--- src/logic/dsp_pkg.sv ---
// Sample datapath shared types

package dsp_pkg;

    // Width of the gain shift amount, range 0..15
    localparam int SHIFT_W = 4;

    // Rounding applied when dropping the low sample bits
    typedef enum logic [1:0] {
        ROUND_TRUNC   = 2'd0,  // Toward negative infinity
        ROUND_TO_ZERO = 2'd1,  // Toward zero
        ROUND_NEAREST = 2'd2,  // Half up, clamped at positive max
        ROUND_RSVD    = 2'd3   // Illegal, decoded as truncate
    } round_mode_e;

    // Valid bits of the two fixed pipeline stages ahead of the FIFO
    typedef struct packed {
        logic gain_valid;   // Output of the shift stage
        logic round_valid;  // Output of the rounding stage
    } pipe_status_t;

endpackage

--- src/logic/cfg_pkg.sv ---
// Width reducer configuration

package cfg_pkg;

    // Static settings, held stable while beats are in flight
    typedef struct packed {
        dsp_pkg::round_mode_e         mode;   // Rounding mode
        logic [dsp_pkg::SHIFT_W-1:0]  shift;  // Gain as a left shift
    } shrink_cfg_t;

endpackage

--- src/logic/scale_shift.sv ---
// Saturating gain stage

`timescale 1ns/1ps

module scale_shift #(
    parameter int CH_NUM  = 2,
    parameter int BITS_IN = 16
) (
    input  logic                               clk_i,
    input  logic                               rst_i,

    input  logic [dsp_pkg::SHIFT_W-1:0]        shift_i,

    input  logic [CH_NUM-1:0][BITS_IN-1:0]     tdata_i,
    input  logic                               tvalid_i,

    output logic [CH_NUM-1:0][BITS_IN-1:0]     tdata_o,
    output logic [CH_NUM-1:0]                  sat_o,
    output logic                               tvalid_o
);

    // Largest shift the config can ask for
    localparam int EXT = (1 << dsp_pkg::SHIFT_W) - 1;
    localparam int WW  = BITS_IN + EXT;

    localparam logic [BITS_IN-1:0] S_MAX = {1'b0, {(BITS_IN - 1) {1'b1}}};
    localparam logic [BITS_IN-1:0] S_MIN = {1'b1, {(BITS_IN - 1) {1'b0}}};

    logic [CH_NUM-1:0][BITS_IN-1:0] shifted;
    logic [CH_NUM-1:0]              sat;

    for (genvar i = 0; i < CH_NUM; i++) begin : g_ch
        logic          sign;
        logic [WW-1:0] wide;
        logic [EXT:0]  upper;  // Result sign bit and everything above it
        logic          ovf;

        assign sign  = tdata_i[i][BITS_IN-1];
        assign wide  = {{EXT{sign}}, tdata_i[i]} << shift_i;
        assign upper = wide[WW-1:BITS_IN-1];

        // Any bit above the kept range that differs from the sign means overflow
        assign ovf = sign ? ~(&upper) : (|upper);

        assign shifted[i] = ovf ? (sign ? S_MIN : S_MAX) : wide[BITS_IN-1:0];
        assign sat[i]     = ovf;
    end

    always_ff @(posedge clk_i) begin
        if (rst_i) begin
            tvalid_o <= 1'b0;
        end else begin
            tvalid_o <= tvalid_i;
        end
        tdata_o <= shifted;
        sat_o   <= sat;
    end

endmodule

--- src/logic/round.sv ---
// Width reduction with selectable rounding

`timescale 1ns/1ps

module round #(
    parameter int CH_NUM   = 2,
    parameter int BITS_IN  = 16,
    parameter int BITS_OUT = 8
) (
    input  logic                                  clk_i,
    input  logic                                  rst_i,

    input  dsp_pkg::round_mode_e                  mode_i,

    input  logic [CH_NUM-1:0][BITS_IN-1:0]        tdata_i,
    input  logic [CH_NUM-1:0]                     sat_i,
    input  logic                                  tvalid_i,

    output logic [CH_NUM-1:0][BITS_OUT-1:0]       tdata_o,
    output logic [CH_NUM-1:0][BITS_IN-BITS_OUT:0] err_o,
    output logic [CH_NUM-1:0]                     sat_o,
    output logic                                  tvalid_o
);

    localparam int K = BITS_IN - BITS_OUT;  // Dropped bits

    logic [CH_NUM-1:0][BITS_OUT-1:0] out;
    logic [CH_NUM-1:0][K:0]          err;

    for (genvar i = 0; i < CH_NUM; i++) begin : g_ch
        logic               sign;
        logic               corr;
        logic               corr_rtz;
        logic               corr_nearest;
        logic               corr_nearest_safe;
        logic [BITS_IN-1:0] diff;

        assign sign         = tdata_i[i][BITS_IN-1];
        assign corr_rtz     = sign & (|tdata_i[i][K-1:0]);  // Negative with a fraction
        assign corr_nearest = tdata_i[i][K-1];              // Half bit

        if (BITS_OUT > 1) begin : g_safe
            // Kept value already at positive max, rounding up would wrap
            assign corr_nearest_safe =
                (~sign & (&tdata_i[i][BITS_IN-2:K])) ? 1'b0 : corr_nearest;
        end else begin : g_sign_only
            // Only the sign survives, so a positive sample cannot round up
            assign corr_nearest_safe = sign & corr_nearest;
        end

        always_comb begin
            case (mode_i)
                dsp_pkg::ROUND_TO_ZERO: corr = corr_rtz;
                dsp_pkg::ROUND_NEAREST: corr = corr_nearest_safe;
                default:                corr = 1'b0;  // Truncate, reserved code too
            endcase
        end

        assign out[i] = tdata_i[i][BITS_IN-1 -: BITS_OUT] + BITS_OUT'(corr);

        // Residual against the rounded value scaled back up
        assign diff   = tdata_i[i] - {out[i], {K{1'b0}}};
        assign err[i] = diff[K:0];
    end

    always_ff @(posedge clk_i) begin
        if (rst_i) begin
            tvalid_o <= 1'b0;
        end else begin
            tvalid_o <= tvalid_i;
        end
        tdata_o <= out;
        err_o   <= err;
        sat_o   <= sat_i;  // Follows its sample
    end

    // Config comes from the top and must never carry the reserved code with data
    a_mode_legal: assert property (
        @(posedge clk_i) disable iff (rst_i)
        tvalid_i |-> (mode_i != dsp_pkg::ROUND_RSVD)
    ) else $error("round: reserved rounding mode with valid data");

endmodule

--- src/logic/credit_fifo.sv ---
// Output FIFO with credit for in-flight beats

`timescale 1ns/1ps

module credit_fifo #(
    parameter int WIDTH = 32,
    parameter int DEPTH = 4
) (
    input  logic             clk_i,
    input  logic             rst_i,

    input  logic [WIDTH-1:0] wr_data_i,
    input  logic             wr_valid_i,
    input  logic [1:0]       inflight_i,  // Valid stages upstream, incl. the write stage
    output logic             wr_ready_o,

    output logic [WIDTH-1:0] rd_data_o,
    output logic             rd_valid_o,
    input  logic             rd_ready_i
);

    localparam int PW = (DEPTH > 1) ? $clog2(DEPTH) : 1;
    localparam int CW = $clog2(DEPTH + 1);

    if (DEPTH < 4) begin : g_depth_check
        $error("credit_fifo: DEPTH must be at least 4");
    end

    logic [WIDTH-1:0] mem [DEPTH];

    logic [PW-1:0]   wr_ptr;
    logic [PW-1:0]   rd_ptr;
    logic [CW-1:0]   count;
    logic [CW-1:0]   count_next;
    logic            do_wr;
    logic            do_rd;
    logic [1:0]      stage1_beats;
    logic [CW+1:0]   committed;
    logic            ready_next;

    // Room is reserved before the beat enters the pipeline, so writes never wait
    assign do_wr = wr_valid_i;
    assign do_rd = rd_valid_o & rd_ready_i;

    assign rd_valid_o = (count != '0);
    assign rd_data_o  = mem[rd_ptr];

    assign count_next = count + CW'(do_wr) - CW'(do_rd);

    // Beat one stage back, it lands next cycle
    assign stage1_beats = inflight_i - {1'b0, wr_valid_i};

    // Worst case after this edge: stored, stage 1 moving on, one new accept
    assign committed  = (CW + 2)'(count_next) + (CW + 2)'(stage1_beats) + (CW + 2)'(1);
    assign ready_next = (committed < (CW + 2)'(DEPTH));

    always_ff @(posedge clk_i) begin
        if (do_wr) begin
            mem[wr_ptr] <= wr_data_i;
        end
    end

    always_ff @(posedge clk_i) begin
        if (rst_i) begin
            wr_ptr     <= '0;
            rd_ptr     <= '0;
            count      <= '0;
            wr_ready_o <= 1'b0;
        end else begin
            if (do_wr) begin
                wr_ptr <= (wr_ptr == PW'(DEPTH - 1)) ? '0 : wr_ptr + 1'b1;
            end
            if (do_rd) begin
                rd_ptr <= (rd_ptr == PW'(DEPTH - 1)) ? '0 : rd_ptr + 1'b1;
            end
            count      <= count_next;
            wr_ready_o <= ready_next;
        end
    end

    // Upstream credit must keep a slot free for every beat it lets in
    a_no_overflow: assert property (
        @(posedge clk_i) disable iff (rst_i)
        wr_valid_i |-> (count != CW'(DEPTH))
    ) else $error("credit_fifo: write while full");

endmodule

--- src/logic/sample_shrink_top.sv ---
// Sample width reducer top

`timescale 1ns/1ps

module sample_shrink_top #(
    parameter int CH_NUM     = 2,
    parameter int BITS_IN    = 16,
    parameter int BITS_OUT   = 8,
    parameter int FIFO_DEPTH = 4
) (
    input  logic                                  clk_i,
    input  logic                                  rst_i,

    input  cfg_pkg::shrink_cfg_t                  cfg_i,

    input  logic [CH_NUM-1:0][BITS_IN-1:0]        tdata_i,
    input  logic                                  tvalid_i,
    output logic                                  tready_o,

    output logic [CH_NUM-1:0][BITS_OUT-1:0]       tdata_o,
    output logic [CH_NUM-1:0][BITS_IN-BITS_OUT:0] err_o,
    output logic [CH_NUM-1:0]                     sat_o,
    output logic                                  tvalid_o,
    input  logic                                  tready_i
);

    localparam int ERR_W = BITS_IN - BITS_OUT + 1;

    if (BITS_OUT >= BITS_IN) begin : g_width_check
        $error("sample_shrink_top: BITS_OUT must be less than BITS_IN");
    end

    // One FIFO entry
    typedef struct packed {
        logic [CH_NUM-1:0][BITS_OUT-1:0] data;
        logic [CH_NUM-1:0][ERR_W-1:0]    err;
        logic [CH_NUM-1:0]               sat;
    } beat_t;

    logic                           in_fire;
    logic [CH_NUM-1:0][BITS_IN-1:0] gain_data;
    logic [CH_NUM-1:0]              gain_sat;
    logic [CH_NUM-1:0]              round_sat;
    dsp_pkg::pipe_status_t          pipe;
    logic [1:0]                     inflight;
    beat_t                          wr_word;
    beat_t                          rd_word;

    assign in_fire = tvalid_i & tready_o;

    scale_shift #(
        .CH_NUM (CH_NUM),
        .BITS_IN(BITS_IN)
    ) u_scale (
        .clk_i   (clk_i),
        .rst_i   (rst_i),
        .shift_i (cfg_i.shift),
        .tdata_i (tdata_i),
        .tvalid_i(in_fire),
        .tdata_o (gain_data),
        .sat_o   (gain_sat),
        .tvalid_o(pipe.gain_valid)
    );

    round #(
        .CH_NUM  (CH_NUM),
        .BITS_IN (BITS_IN),
        .BITS_OUT(BITS_OUT)
    ) u_round (
        .clk_i   (clk_i),
        .rst_i   (rst_i),
        .mode_i  (cfg_i.mode),
        .tdata_i (gain_data),
        .sat_i   (gain_sat),
        .tvalid_i(pipe.gain_valid),
        .tdata_o (wr_word.data),
        .err_o   (wr_word.err),
        .sat_o   (round_sat),
        .tvalid_o(pipe.round_valid)
    );

    assign wr_word.sat = round_sat;

    // Beats between the input port and the FIFO storage
    assign inflight = 2'(pipe.gain_valid) + 2'(pipe.round_valid);

    credit_fifo #(
        .WIDTH($bits(beat_t)),
        .DEPTH(FIFO_DEPTH)
    ) u_fifo (
        .clk_i     (clk_i),
        .rst_i     (rst_i),
        .wr_data_i (wr_word),
        .wr_valid_i(pipe.round_valid),
        .inflight_i(inflight),
        .wr_ready_o(tready_o),
        .rd_data_o (rd_word),
        .rd_valid_o(tvalid_o),
        .rd_ready_i(tready_i)
    );

    assign tdata_o = rd_word.data;
    assign err_o   = rd_word.err;
    assign sat_o   = rd_word.sat;

endmodule

--- config.mk ---
export PLATFORM = sky130hd
export DESIGN_NAME = sample_shrink_top
export DESIGN_NICKNAME = d
export VERILOG_FILES = /design/src/logic/dsp_pkg.sv /design/src/logic/cfg_pkg.sv /design/src/logic/scale_shift.sv /design/src/logic/round.sv /design/src/logic/credit_fifo.sv /design/src/logic/sample_shrink_top.sv
export SDC_FILE = /design/constraint.sdc
export NUM_CORES = 1
export LEC_CHECK = 0
export BUFFER_PORTS_ARGS = -buffer_cell sky130_fd_sc_hd__clkbuf_2
export CORE_UTILIZATION = 50
export CTS_CLUSTER_SIZE = 25
export DETAILED_ROUTE_END_ITERATION = 12
export HOLD_SLACK_MARGIN = 0.1
export PLACE_DENSITY = 0.76
export SLEW_MARGIN = 20
export SYNTH_ARGS = -nofsm -noshare
export SYNTH_HDL_FRONTEND = slang
export SYNTH_HIERARCHICAL = 1
export SYNTH_SLANG_ARGS = --single-unit
--- constraint.sdc ---
create_clock -name clk_i -period 3.5 [get_ports clk_i]
set_input_delay 0.175 -clock clk_i [delete_from_list [all_inputs] [get_ports clk_i]]
set_output_delay 0.175 -clock clk_i [all_outputs]
set_load 0.02 [all_outputs]
# After elaboration in Yosys (flattened, before gate mapping)
# Memory sizes are Yosys's and may differ from the RTL's. A register that Yosys moved wholly into a read port is not among the register bits.
# Cells that the tools add are included.
# word_totals
memories	1
out_inout_bits	38
in_bits	42
ram_bits	144
wordCells	69
register_bits	80
# memory_table
name	words	word_bits	rd	rd_clocked_by_memory_dff	wr	line_no	source
u_fifo.mem	4	36	1	1	1	credit_fifo.sv:29	logic [WIDTH-1:0] mem [DEPTH];
# classes
bitwise	10
n_addsub	12
order_cmp	1
shift	2
reduce_logical	9
n_mux	16
eq_ne	4
# op_table
op	count
two-way mux 16 bit	4
<< shifter 31 x 4 -> 31 bit	2
AND reduction 16 bit	2
OR reduction 16 bit	2
subtractor 9 bit	2
adder 8 x 1 -> 8 bit	2
OR reduction 8 bit	2
AND reduction 7 bit	2
two-way mux 2 bit	4
AND 1 bit	6
== test 2 bit, second input constant	3
two-way mux 1 bit	6
adder 5 x 1 -> 5 bit, second input constant	1
< comparator 5 x 3 -> 1 bit, second input constant	1
adder 2 x 1 -> 2 bit, second input constant	2
adder 3 x 2 -> 4 bit	1
NOT 1 bit	4
one-hot mux 1 bit (2 select lines)	2
adder 3 x 1 -> 3 bit	1
nonzero test 3 bit	1
subtractor 3 x 1 -> 3 bit	1
adder 1 x 1 -> 2 bit	1
== test 2 x 1 -> 1 bit, second input constant	1
subtractor 2 x 1 -> 2 bit	1

# Logic depth before layout (Yosys ltp)
# Gate-level depths: netlist of the first run.
# depth
word_depth	6
depth_mapped	12
ltp_nobuf	9

# Modules after synthesis
# Netlist of the first run, hierarchy kept.
# modules_own_cells
module	cells_each	area_each_um2	instances	seq_area_each_um2
credit_fifo	240	5800.6	1	4524.3
scale_shift	393	3394.5	1	700.7
round	88	1113.6	1	740.7
sample_shrink_top	2	18.8	1	0.0

# Worst setup path before layout of the first run
# OpenSTA, ideal clock, no wires.
# synth_path
path_type	input -> register
from	in cfg_i[1] in the netlist's numbering
to	reg u_scale/tdata_o[17] in the netlist's numbering
required_ns	3.362
path_buffers	2
setup_slack_ns	0.977
arrival_time_ns	2.385
setup_time_ns	0.138
stages	9
path_cell_list	buf_6 mux4_2 o41a_1 nor4b_2 a32oi_1 nor4_4 or2_1 buf_6 a21oi_1
# synth_lines
element	line_no	source
from (decl)	sample_shrink_top.sv:14	input cfg_pkg::shrink_cfg_t cfg_i,
to (signal assigned)	scale_shift.sv:55	tdata_o <= shifted;
to (decl)	scale_shift.sv:17	output logic [CH_NUM-1:0][BITS_IN-1:0] tdata_o,

==> results.yml, run 1 <==
status:
  outcome: "completed"
sta:
  fin_worst_skew_ns: 0.01337
  layout_min_cycle_time_ns: 2.612
  fin_crit_sh: 0.7463
  relSlewSlack: 0.3637
  rsz0062_at_grt: "no"
  timing.hold.ws_ns: 0.1243
  final_hold_viol_count: 0
  worst_pin_slew_ns: 0.9532
  setup_tns_ns: 0
  slew_violations: 0
  setup_viol: 0
  clock.fmax_ghz: 0.3829
floorplan:
  die_h_um: 145.7
  top_level_ports: 80
  initial_utilization: 0.5104
  die_w_um: 145.7
  core-area_mm2: 0.02023
  dieArea_mm2: 0.02123
  num_rows: 52
min_path:
  hold_start: "cfg_i[3]"
  worstHoldPathType: "in2reg"
grt:
  antenna_found_initial: 0
  overflow: 0
  grt_first_pass_wirelength_um: 33670
  grt_max_degree: 37
  grt_pass1_vias: 6229
  grt_use_total: 0.1991
layout:
  postLayoutCellArea_mm2: 0.01166
  fin_cells: 1093
  nNetsFinal: 868
  drive_gt1_frac: 0.2710
  syn_to_final_growth_pct: 12.93
  n_antenna_cell: 0
drt:
  ant_nets: 0
  wire_per_inst_um: 19.17
  wl_um: 20960
  firstDrtPassIters: 5
  drc: 0
  via_per_inst: 5.857
  drtIter0Drc: 492
  vias: 6402
cts:
  cts_root_buf: "clkbuf_16"
  cts_tree: "yes"
  clk_path_buf_depth: 3
  h-tree-depth: 1
  path_clk_slew_ns: 0.06
  worstSkewPairLatency_ns: 0.49
  numCtsBuffers: 20
  cts.sinks: 226
setup_path:
  crit_path_cell_trace: "clkbuf_2, mux4_2, o41a_1, nor4b_2, a32oi_1, nor4_4, or2_1, a21oi_1"
  crit_type: "in2reg"
  critPathLaunch: "cfg_i[1]"
  crit_family: "simple AND/OR/NAND/NOR gates"
  worstPathBufferInverterCount: 1
  cp.arrival_ns: 2.96
  slowest_stage: "mux4_2"
  cp-start-kind: "input pin"
  path_max_fanout: 18
  endpoint_kind: "flip-flop"
  crit_required_ns: 3.84
  r2r_start: "u_fifo/count[1]"
  slowest_delay_ns: 0.57
placed_design:
  place.port_buffers: 79
  dp.cells: 1051
  dp.final_hpwl_um: 14250
  gp_congestion: 0.8966
  placed_area_mm2: 0.01097
synthesis:
  synth-edff-count: 144
  syn_area_per_cell_um2: 14.28
  synth_seq_cells: 226
  async_flop_share: 0
  synth_nets: 782
  synth_seq_area_share: 0.5777
  synth_area_mm2: 0.01033
  synth_top_flop_cell: "edfxtp_1"
  yosysWarnings: 6
  synthCells: 723
  synth_cell_types: 77
pwr:
  power_mw: 6.542
  powerDensity_mw_per_mm2: 561.0
  power.leakage_nw: 4.222
  ir_worst_vdd_mv: 0.3103
job:
  drv_cap: 0
## kinds of logic after synthesis
group / count (synthesis) / share of synthesized area
flops: 226 / 0.5777
simple gates: 164 / 0.08360
compound gates: 128 / 0.09135
mux: 111 / 0.1769
buf+inv: 61 / 0.03416
fa+ha+maj: 17 / 0.02132
xor+xnor: 16 / 0.01502
## area by class of cell
| cell class | instances | area, um2 |
|---|---|---|
| fillers | 1560 | 8572 |
| flip-flops and latches | 226 | 5967 |
| inverters | 15 | 56.30 |
| clock buffers | 29 | 596.8 |
| multi-input cells | 436 | 4009 |
| clock inverters | 7 | 40.04 |
| well taps | 270 | 337.8 |
| repair buffers | 110 | 655.6 |
## cells in the final DEF, fill, tap and decap left out, types with 14 or more instances in the layout
cell type  synthesis  routed
o21ai_0           14      14
clkbuf_2           1      79
clkbuf_16          0      22
nand2_1           42      42
dfxtp_1           82      81
mux4_2            46      46
nand2b_1          15      15
ha_1              16      16
mux2i_1           34      34
nor2_1            29      29
a21oi_1           24      24
buf_4              4      24
edfxtp_1         144     144
mux2_2            24      24
## synth_stat cells (4+ instances only)
library cell,instances,area (um2)
dfxtp_1,82,1642
o221a_2,5,56.30
nor2_1,29,108.9
or2_2,4,25.02
nand4_1,4,25.02
nand2b_1,15,93.84
o21ai_0,14,70.07
o21a_1,5,37.54
buf_4,4,30.03
xor2_1,10,87.58
a21oi_1,24,120.1
ha_1,16,200.2
inv_1,13,48.80
a211oi_1,8,60.06
and2_1,13,81.33
a31oi_1,9,56.30
o22ai_1,4,25.02
buf_6,4,45.04
nand2_1,42,157.7
nand3_1,13,65.06
edfxtp_1,144,4324
nor4_1,4,25.02
a22oi_1,6,45.04
clkbuf_1,17,63.81
a2bb2oi_1,6,52.55
xnor2_1,5,43.79
o31ai_1,5,37.54
buf_2,14,70.07
mux2i_1,34,340.3
nor3_1,10,50.05
mux4_2,46,1036
nor2b_1,10,62.56
mux4_1,6,157.7
mux2_2,24,270.3
o21bai_1,4,30.03
## layer usage
metal | global-route usage | wire [um] | vias up
li1 | - | - | 2999
met1 | 0.2840 | 9587 | 3137
met2 | 0.3266 | 9945 | 240
met3 | 0.01755 | 1051 | 26
met4 | 0.05947 | 372 | 0
met5 | 0 | 0 | -
## worst register-to-register path, delay by kind of cell, from the launching register on
family / cells / cell delay (ns)
compound gates: 2 / 0.63
fa+ha+maj: 4 / 1.19
buf+inv: 3 / 0.15
flops: 1 / 0.35
## worst paths after layout
path / cells past startpoint / end / slack, ns
setup / recovery: 8 / u_scale/tdata_o[19] / 0.89
hold / removal: 2 / u_scale/tdata_o[20] / 0.12
setup reg to reg: 9 / u_fifo/wr_ready_o / 1.07
hold reg to reg: 0 / u_round/sat_o[0] / 0.33
## per-stage QoR
step           setup slack (ns)    util
2_1_floorplan            0.9774       -
3_3_place_gp             0.4681  0.5419
3_5_place_dp             0.4309  0.5419
4_1_cts                  0.8514  0.5764
5_1_grt                  0.6759  0.5764
6_report                 0.8881  0.5764
## repair_timing
item | in CTS | in global routing
setup buffers | 0 | 0
gates resized for setup | 0 | 0
setup endpoints to repair | 0 | 0
endpoints found under the hold margin | 13 | 0
hold buffers | 6 | 0
## power breakdown
| group | switching, mW | total [mW] | internal, mW | leakage, nW |
|---|---|---|---|---|
| Combinational | 0.687 | 1.33 | 0.640 | 1.94 |
| Sequential | 0.158 | 3.13 | 2.97 | 1.96 |
| Clock | 0.894 | 2.09 | 1.19 | 0.320 |
| Total | 1.74 | 6.54 | 4.80 | 4.22 |
## registers in the layout (all words and copies together) (netlist names), named ones only
| signal | count |
|---|---|
| u_scale/sat_o | 2 |
| u_fifo/wr_ptr | 2 |
| u_scale/tdata_o | 32 |
| u_fifo/rd_ptr | 2 |
| u_fifo/count | 3 |
| u_round/err_o | 18 |
| u_round/tvalid_o | 1 |
| u_round/sat_o | 2 |
| u_fifo/mem | 144 |
| u_round/tdata_o | 16 |
| u_scale/tvalid_o | 1 |
| u_fifo/wr_ready_o | 1 |
No activity file was read; power rests on OpenSTA's default activity.
==> inputs of run 2 (changes only) <==
Settings changed: PLACE_DENSITY 0.76 to 0.79.
Clock period 3.5 ns to 2.1 ns, I/O delays scaled along.
==> run 2 against run 1 <==
  * The run now ends with negative setup slack left
  * Register-to-register slack lost 1.3 ns
  * Sequential share of layout area is 4.6 points lower
  * Flip-flop and latch count stayed put
  * Wire length up 13%
  * Core utilization increased by 5.7 points
  * Non-clock buffer count rose by 117
  * Power up 74%
  * Cell count grew 11%
  * Count of clock-buffer cells in the layout down 2
  * Worst hold slack improved by 0.0036 ns
==> results.yml, run 2 (synthesized netlist as in run 1, its figures left out) <==
status:
  failed_checks: "negative setup slack"
  outcome: "finished, violations left"
sta:
  fin_worst_skew_ns: 0.007953
  final_hold_viol_count: 0
  layout_min_cycle_time_ns: 2.304
  layout_setup_ws_ns: -0.2044
  clock.fmax_ghz: 0.4340
  fin_crit_sh: 1.097
  worst_pin_slew_ns: 0.4528
  slew_violations: 0
  setup_viol: 1
  relSlewSlack: 0.6954
  rsz0062_at_grt: "yes"
drt:
  firstDrtPassIters: 6
  wl_um: 23750
  drtIter0Drc: 368
  vias: 6808
  drc: 0
  ant_nets: 0
  wire_per_inst_um: 19.65
  via_per_inst: 5.631
placed_design:
  place.port_buffers: 79
  dp.cells: 1163
  gp_congestion: 0.9147
  dp.final_hpwl_um: 16090
  post-place-ws_ns: -0.5411
setup_path:
  cp.arrival_ns: 2.67
  cp-start-kind: "flip-flop"
  r2r_start: "u_fifo/count[2]"
  crit_end: "u_fifo/wr_ready_o"
  reg2reg_slack_ns: -0.20
  endpoint_kind: "flip-flop"
  r2r_cells: 9
  reg2reg_to: "u_fifo/wr_ready_o"
  crit_type: "reg2reg"
  crit_required_ns: 2.47
  path_max_fanout: 2
  critPathLaunch: "u_fifo/count[2]"
layout:
  syn_to_final_growth_pct: 24.15
  fill_cells: 1476
  largest_reg_flops: 144
  reg_top3: "u_fifo/mem: 144 flops, u_scale/tdata_o: 32 flops, u_round/err_o: 18 flops"
  top_register: "u_fifo/mem"
  seq_area_mm2: 0.005968
  fin_cells: 1209
  final_common_cell: "edfxtp_1"
  nNetsFinal: 985
  multi_input_area_mm2: 0.004145
  drive_gt1_frac: 0.3817
  final_cell_mix: "144 x edfxtp_1, 127 x buf_4, 80 x dfxtp_1, 77 x clkbuf_2, 46 x mux4_2"
min_path:
  worstHoldPathType: "in2reg"
cts:
  cts.sinks: 226
  h-tree-depth: 1
  path_clk_slew_ns: 0.07
  cts_tree: "yes"
  cts_root_buf: "clkbuf_16"
  clk_path_buf_depth: 3
  worstSkewPairLatency_ns: 0.47
  numCtsBuffers: 19
job:
  drv_cap: 0
pwr:
  netSwitchingFraction: 0.2648
  powerDensity_mw_per_mm2: 889.3
  pwr-share-comb: 0.242
  internal-power_mw: 8.382
  p_clk_frac: 0.310
  power.leakage_nw: 4.846
  power_mw: 11.40
  pwr-share-seq: 0.448
  power.switching_mw: 3.020
  ir_worst_vdd_mv: 0.5585
grt:
  grt_pass1_vias: 6794
  grt_use_total: 0.2215
  grt_max_degree: 37
  grt_first_pass_wirelength_um: 36830
  antenna_found_initial: 2
  overflow: 0
floorplan:
  initial_utilization: 0.5104
  die_w_um: 145.7
  top_level_ports: 80
  die_h_um: 145.7
  core-area_mm2: 0.02023
  dieArea_mm2: 0.02123
  num_rows: 52
-- run 2: cell count changes in the layout (fill, tap and decap cells not counted), sizes merged --
| cell | before | now |
|---|---|---|
| a21oi | 25 | 26 |
| buf | 25 | 141 |
| bufinv | 0 | 1 |
| clkbuf | 108 | 104 |
| clkinv | 7 | 4 |
| clkinvlp | 0 | 1 |
| diode | 0 | 1 |
| dlygate4sd3 | 6 | 9 |
-- run 2: layout make-up --
class                      count  share of cell area
inverter                      15            0.004392
clock buffer                  27             0.04518
multi-input combinational    437              0.3233
clock inverter                 6            0.005075
tap                          270             0.02635
timing repair buffer         227              0.1300
sequential                   226              0.4655
antenna                        1           0.0001952
-- run 2: how the worst min path moves through the flow --
stage / endpoint / depth (start not counted) / slack, ns / start
after global routing: u_scale/tdata_o[29] / 3 / 0.12 / tdata_i[31]
after floorplan: u_round/tvalid_o / 1 / 0.18 / rst_i
after detailed placement: u_round/sat_o[0] / 0 / 0.31 / u_scale/sat_o[0]
after CTS: u_scale/tdata_o[29] / 3 / 0.10 / tdata_i[31]
after global placement: u_round/sat_o[1] / 0 / 0.31 / u_scale/sat_o[1]
final: u_scale/tdata_o[29] / 3 / 0.13 / tdata_i[31]
-- run 2: power groups by stage --
stage | combinational (mW) | clock [mW] | sequential, mW
finish | 2.76 | 3.53 | 5.11
global route | 2.96 | 3.76 | 5.12
CTS | 2.72 | 3.59 | 5.10
detailed placement | 2.67 | 0 | 5.20
global placement | 2.62 | 0 | 5.17
floorplan | 1.85 | 0 | 5.15
-- run 2: stage by stage --
| stage | area [um2] | TNS (ns) | hold WS (ns) | utilization |
|---|---|---|---|---|
| after floorplan | 10380 | -6.442 | 0.1766 | - |
| after global placement | 11940 | -14.65 | 0.3114 | 0.5902 |
| after detailed placement | 11940 | -15.58 | 0.3132 | 0.5902 |
| after CTS | 12680 | -0.2529 | 0.1045 | 0.6269 |
| after global routing | 12820 | -0.8022 | 0.1247 | 0.6336 |
| final | 12820 | -0.2044 | 0.1280 | 0.6336 |
-- run 2: per-layer routing --
metal | track usage | wire length, um
met1 | 0.2903 | 10190
met5 | 0 | 0
met2 | 0.3914 | 12130
met4 | 0.06684 | 524
met3 | 0.02006 | 906
-- run 2: what timing repair did --
item,4_1_cts,5_1_grt
hold buffers,9,0
gates resized for setup,3,30
endpoints found under the setup margin,19,29
pin swaps,0,7
endpoints found under the hold margin,17,0
setup buffers,0,2
cloned,0,1
-- run 2: critical path: stages, from the launching register on --
cell,delay (ns)
dfxtp_1,0.32
o31a_1,0.32
ha_1,0.28
inv_1,0.06
ha_1,0.13
inv_1,0.04
fa_1,0.51
inv_2,0.05
ha_4,0.20
a2111oi_2,0.29
==> inputs of run 3 (changes only) <==
Settings changed: ABC_AREA from default to 1, CTS_BUF_LIST from default to sky130_fd_sc_hd__clkbuf_4 sky130_fd_sc_hd__clkbuf_8.
==> run 3 against run 2 <==
  * The flow still finishes with violations (negative setup slack)
  * Highest routed layer unchanged
  * Clock power decreased by 7.1%
  * Critical path depth increased by 3
  * Clock skew increased by 0.013 ns
  * Core utilization decreased by 6.0 points
  * First-iteration DRC count increased by 77%
  * Register-to-register slack improved by 0.15 ns
  * Flip-flop and latch count unchanged
  * Combinational power increased by 21%
==> results.yml, run 3 <==
status:
  outcome: "finished, violations left"
  failed_checks: "negative setup slack"
synthesis:
  synth_area_mm2: 0.01031
  synth_top_flop_cell: "edfxtp_1"
  syn_area_per_cell_um2: 9.275
  yosysTopAreaCellShare: 0.4193
  synth_seq_cells: 226
  synth-edff-count: 144
  synthTopCellsByCount: "269 x nand2_1, 144 x edfxtp_1, 136 x nand3_1, 136 x nor2_1, 82 x dfxtp_1"
  synth_area_leaders: "edfxtp_1 42%, dfxtp_1 16%, nand2_1 9.8%"
  synth_cell_types: 40
  yosysTopAreaCell: "edfxtp_1"
  yosysWarnings: 6
  synth_seq_area_share: 0.5784
  synthCells: 1112
  synth.most_common_cell: "nand2_1"
  async_flop_share: 0
  synth_nets: 1171
layout:
  largest_reg_flops: 144
  nNetsFinal: 1250
  n_antenna_cell: 0
  reg_top3: "u_fifo/mem: 144 flops, u_scale/tdata_o: 32 flops, u_round/err_o: 18 flops"
  final_common_cell: "nand2_1"
  final_cell_mix: "269 x nand2_1, 144 x edfxtp_1, 136 x nand3_1, 135 x nor2_1, 79 x clkbuf_2"
  top_register: "u_fifo/mem"
  drive_gt1_frac: 0.1582
  syn_to_final_growth_pct: 12.56
job:
  drv_cap: 0
pwr:
  pwr-share-seq: 0.440
  powerDensity_mw_per_mm2: 1017
  netSwitchingFraction: 0.3303
  ir_worst_vdd_mv: 0.4651
  power_mw: 11.81
  internal-power_mw: 7.907
  power.switching_mw: 3.899
  pwr-share-comb: 0.282
  power.leakage_nw: 4.853
  p_clk_frac: 0.278
floorplan:
  num_rows: 52
  die_h_um: 145.6
  dieArea_mm2: 0.02121
  initial_utilization: 0.5097
  core-area_mm2: 0.02023
  die_w_um: 145.6
  top_level_ports: 80
placed_design:
  place.port_buffers: 79
  dp.final_hpwl_um: 14830
  gp_congestion: 0.9452
grt:
  overflow: 0
  grt_pass1_vias: 7439
  antenna_found_initial: 0
  grt_max_degree: 73
  grt_first_pass_wirelength_um: 35680
  grt_use_total: 0.2072
sta:
  worst_pin_slew_ns: 0.5161
  setup_viol: 1
  clock.fmax_ghz: 0.4649
  timing.hold.ws_ns: 0.1366
  fin_crit_sh: 1.024
  slew_violations: 0
  layout_setup_ws_ns: -0.05100
  layout_min_cycle_time_ns: 2.151
  fin_worst_skew_ns: 0.02098
  relSlewSlack: 0.6538
  final_hold_viol_count: 0
  rsz0062_at_grt: "yes"
setup_path:
  endpoint_kind: "flip-flop"
  cp.arrival_ns: 2.63
  crit_family: "adder cells"
  reg2reg_slack_ns: -0.05
  crit_type: "reg2reg"
  slowest_stage: "fa_1"
  r2r_start: "u_fifo/count[0]"
  slowest_delay_ns: 0.50
  crit_path_cell_trace: "nor2_4, a21boi_2, ha_1, inv_1, ha_1, inv_1, fa_1, inv_1, ha_1, nand2_1, nand2_1, a21oi_2"
  crit_required_ns: 2.58
  cp-start-kind: "flip-flop"
  cp.depth: 12
  r2r_cells: 12
  path_max_fanout: 2
  worstPathBufferInverterCount: 3
  critPathLaunch: "u_fifo/count[0]"
drt:
  ant_nets: 0
  wl_um: 22710
  via_per_inst: 5.385
  wire_per_inst_um: 15.30
  drtIter0Drc: 653
  firstDrtPassIters: 7
  drc: 0
  vias: 7992
cts:
  path_clk_slew_ns: 0.06
  cts_root_buf: "clkbuf_8"
  clk_path_buf_depth: 3
  worstSkewPairLatency_ns: 0.55
  cts.sinks: 226
  h-tree-depth: 1
  cts_tree: "yes"
  numCtsBuffers: 29
min_path:
  min_path_cells: 5
  hold_start: "cfg_i[2]"
  worstHoldPathType: "in2reg"
==> run 3: cell types whose count changed in the layout (fill, tap and decap cells not counted), moves of 34 or more <==
cell	delta
nand2_1	+228
nand3_1	+124
buf_4	-116
nor2_1	+106
inv_1	+48
mux4_2	-46
o21ai_1	+41
o21ai_0	+34
==> run 3: per-layer routing <==
metal	global-route usage	wire (um)	vias to the layer above
li1	-	-	3933
met1	0.2615	9453	3662
met2	0.3635	11040	345
met3	0.02132	1565	52
met4	0.08789	652	0
met5	0	0	-
==> run 3: worst min-delay path, stage by stage <==
cell and delay, ns:
clkbuf_2 0.14, buf_12 0.19, nor3_1 0.08, nand2_1 0.06
nand2_1 0.04
==> run 3: layout make-up <==
| class | count | area [um2] |
|---|---|---|
| Multi-Input combinational cell | 758 | 3649 |
| Clock inverter | 6 | 56.30 |
| Inverter | 68 | 277.8 |
| Clock buffer | 48 | 566.8 |
| Timing Repair Buffer | 107 | 738.2 |
| Fill cell | 1714 | 8626 |
| Tap cell | 270 | 337.8 |
| Sequential cell | 226 | 5974 |
| Timing Repair inverter | 1 | 8.758 |
==> run 3: path summary, 6_finish.rpt <==
path                                      endpoint
worst max-delay path             u_fifo/wr_ready_o
worst min-delay path            u_scale/tdata_o[1]
worst min register to register    u_round/sat_o[1]
worst max register to register   u_fifo/wr_ready_o
==> run 3: cell families after synthesis <==
logic type / after synthesis / share of synthesized area
compound gates: 150 / 0.08031
simple gates: 578 / 0.2396
flops: 226 / 0.5784
buf+inv: 128 / 0.06927
xor+xnor: 13 / 0.01104
fa+ha+maj: 17 / 0.02135
==> run 3: per-stage QoR <==
step                 TNS (ns)  worst slack (ns)  instance area [um2]  instances  utilization
detailed placement   -0.07821          -0.07821                10830       1419       0.5350
global placement    -0.009616         -0.009616                10830       1419       0.5350
CTS                  -0.04674          -0.04674                11550       1482       0.5707
floorplan                   0          0.007658                10310       1112            -
finish               -0.05100          -0.05100                11610       1484       0.5737
global route          -0.1814           -0.1814                11610       1484       0.5737
==> run 3: power by group through the flow <==
stage | combinational [mW] | sequential [mW] | clock [mW]
floorplan | 2.44 | 5.17 | 0
detailed placement | 3.17 | 5.24 | 0
global placement | 3.08 | 5.23 | 0
finish | 3.33 | 5.20 | 3.28
CTS | 3.22 | 5.16 | 3.34
global route | 3.66 | 5.22 | 3.52
==> run 3: what timing repair did <==
action	in CTS	in global routing
gates resized for setup	6	9
gates cloned	0	2
setup endpoints to repair	33	7
endpoints found under the hold margin	37	0
hold buffers	8	0
buffers inserted	1	0
pin swaps	1	0
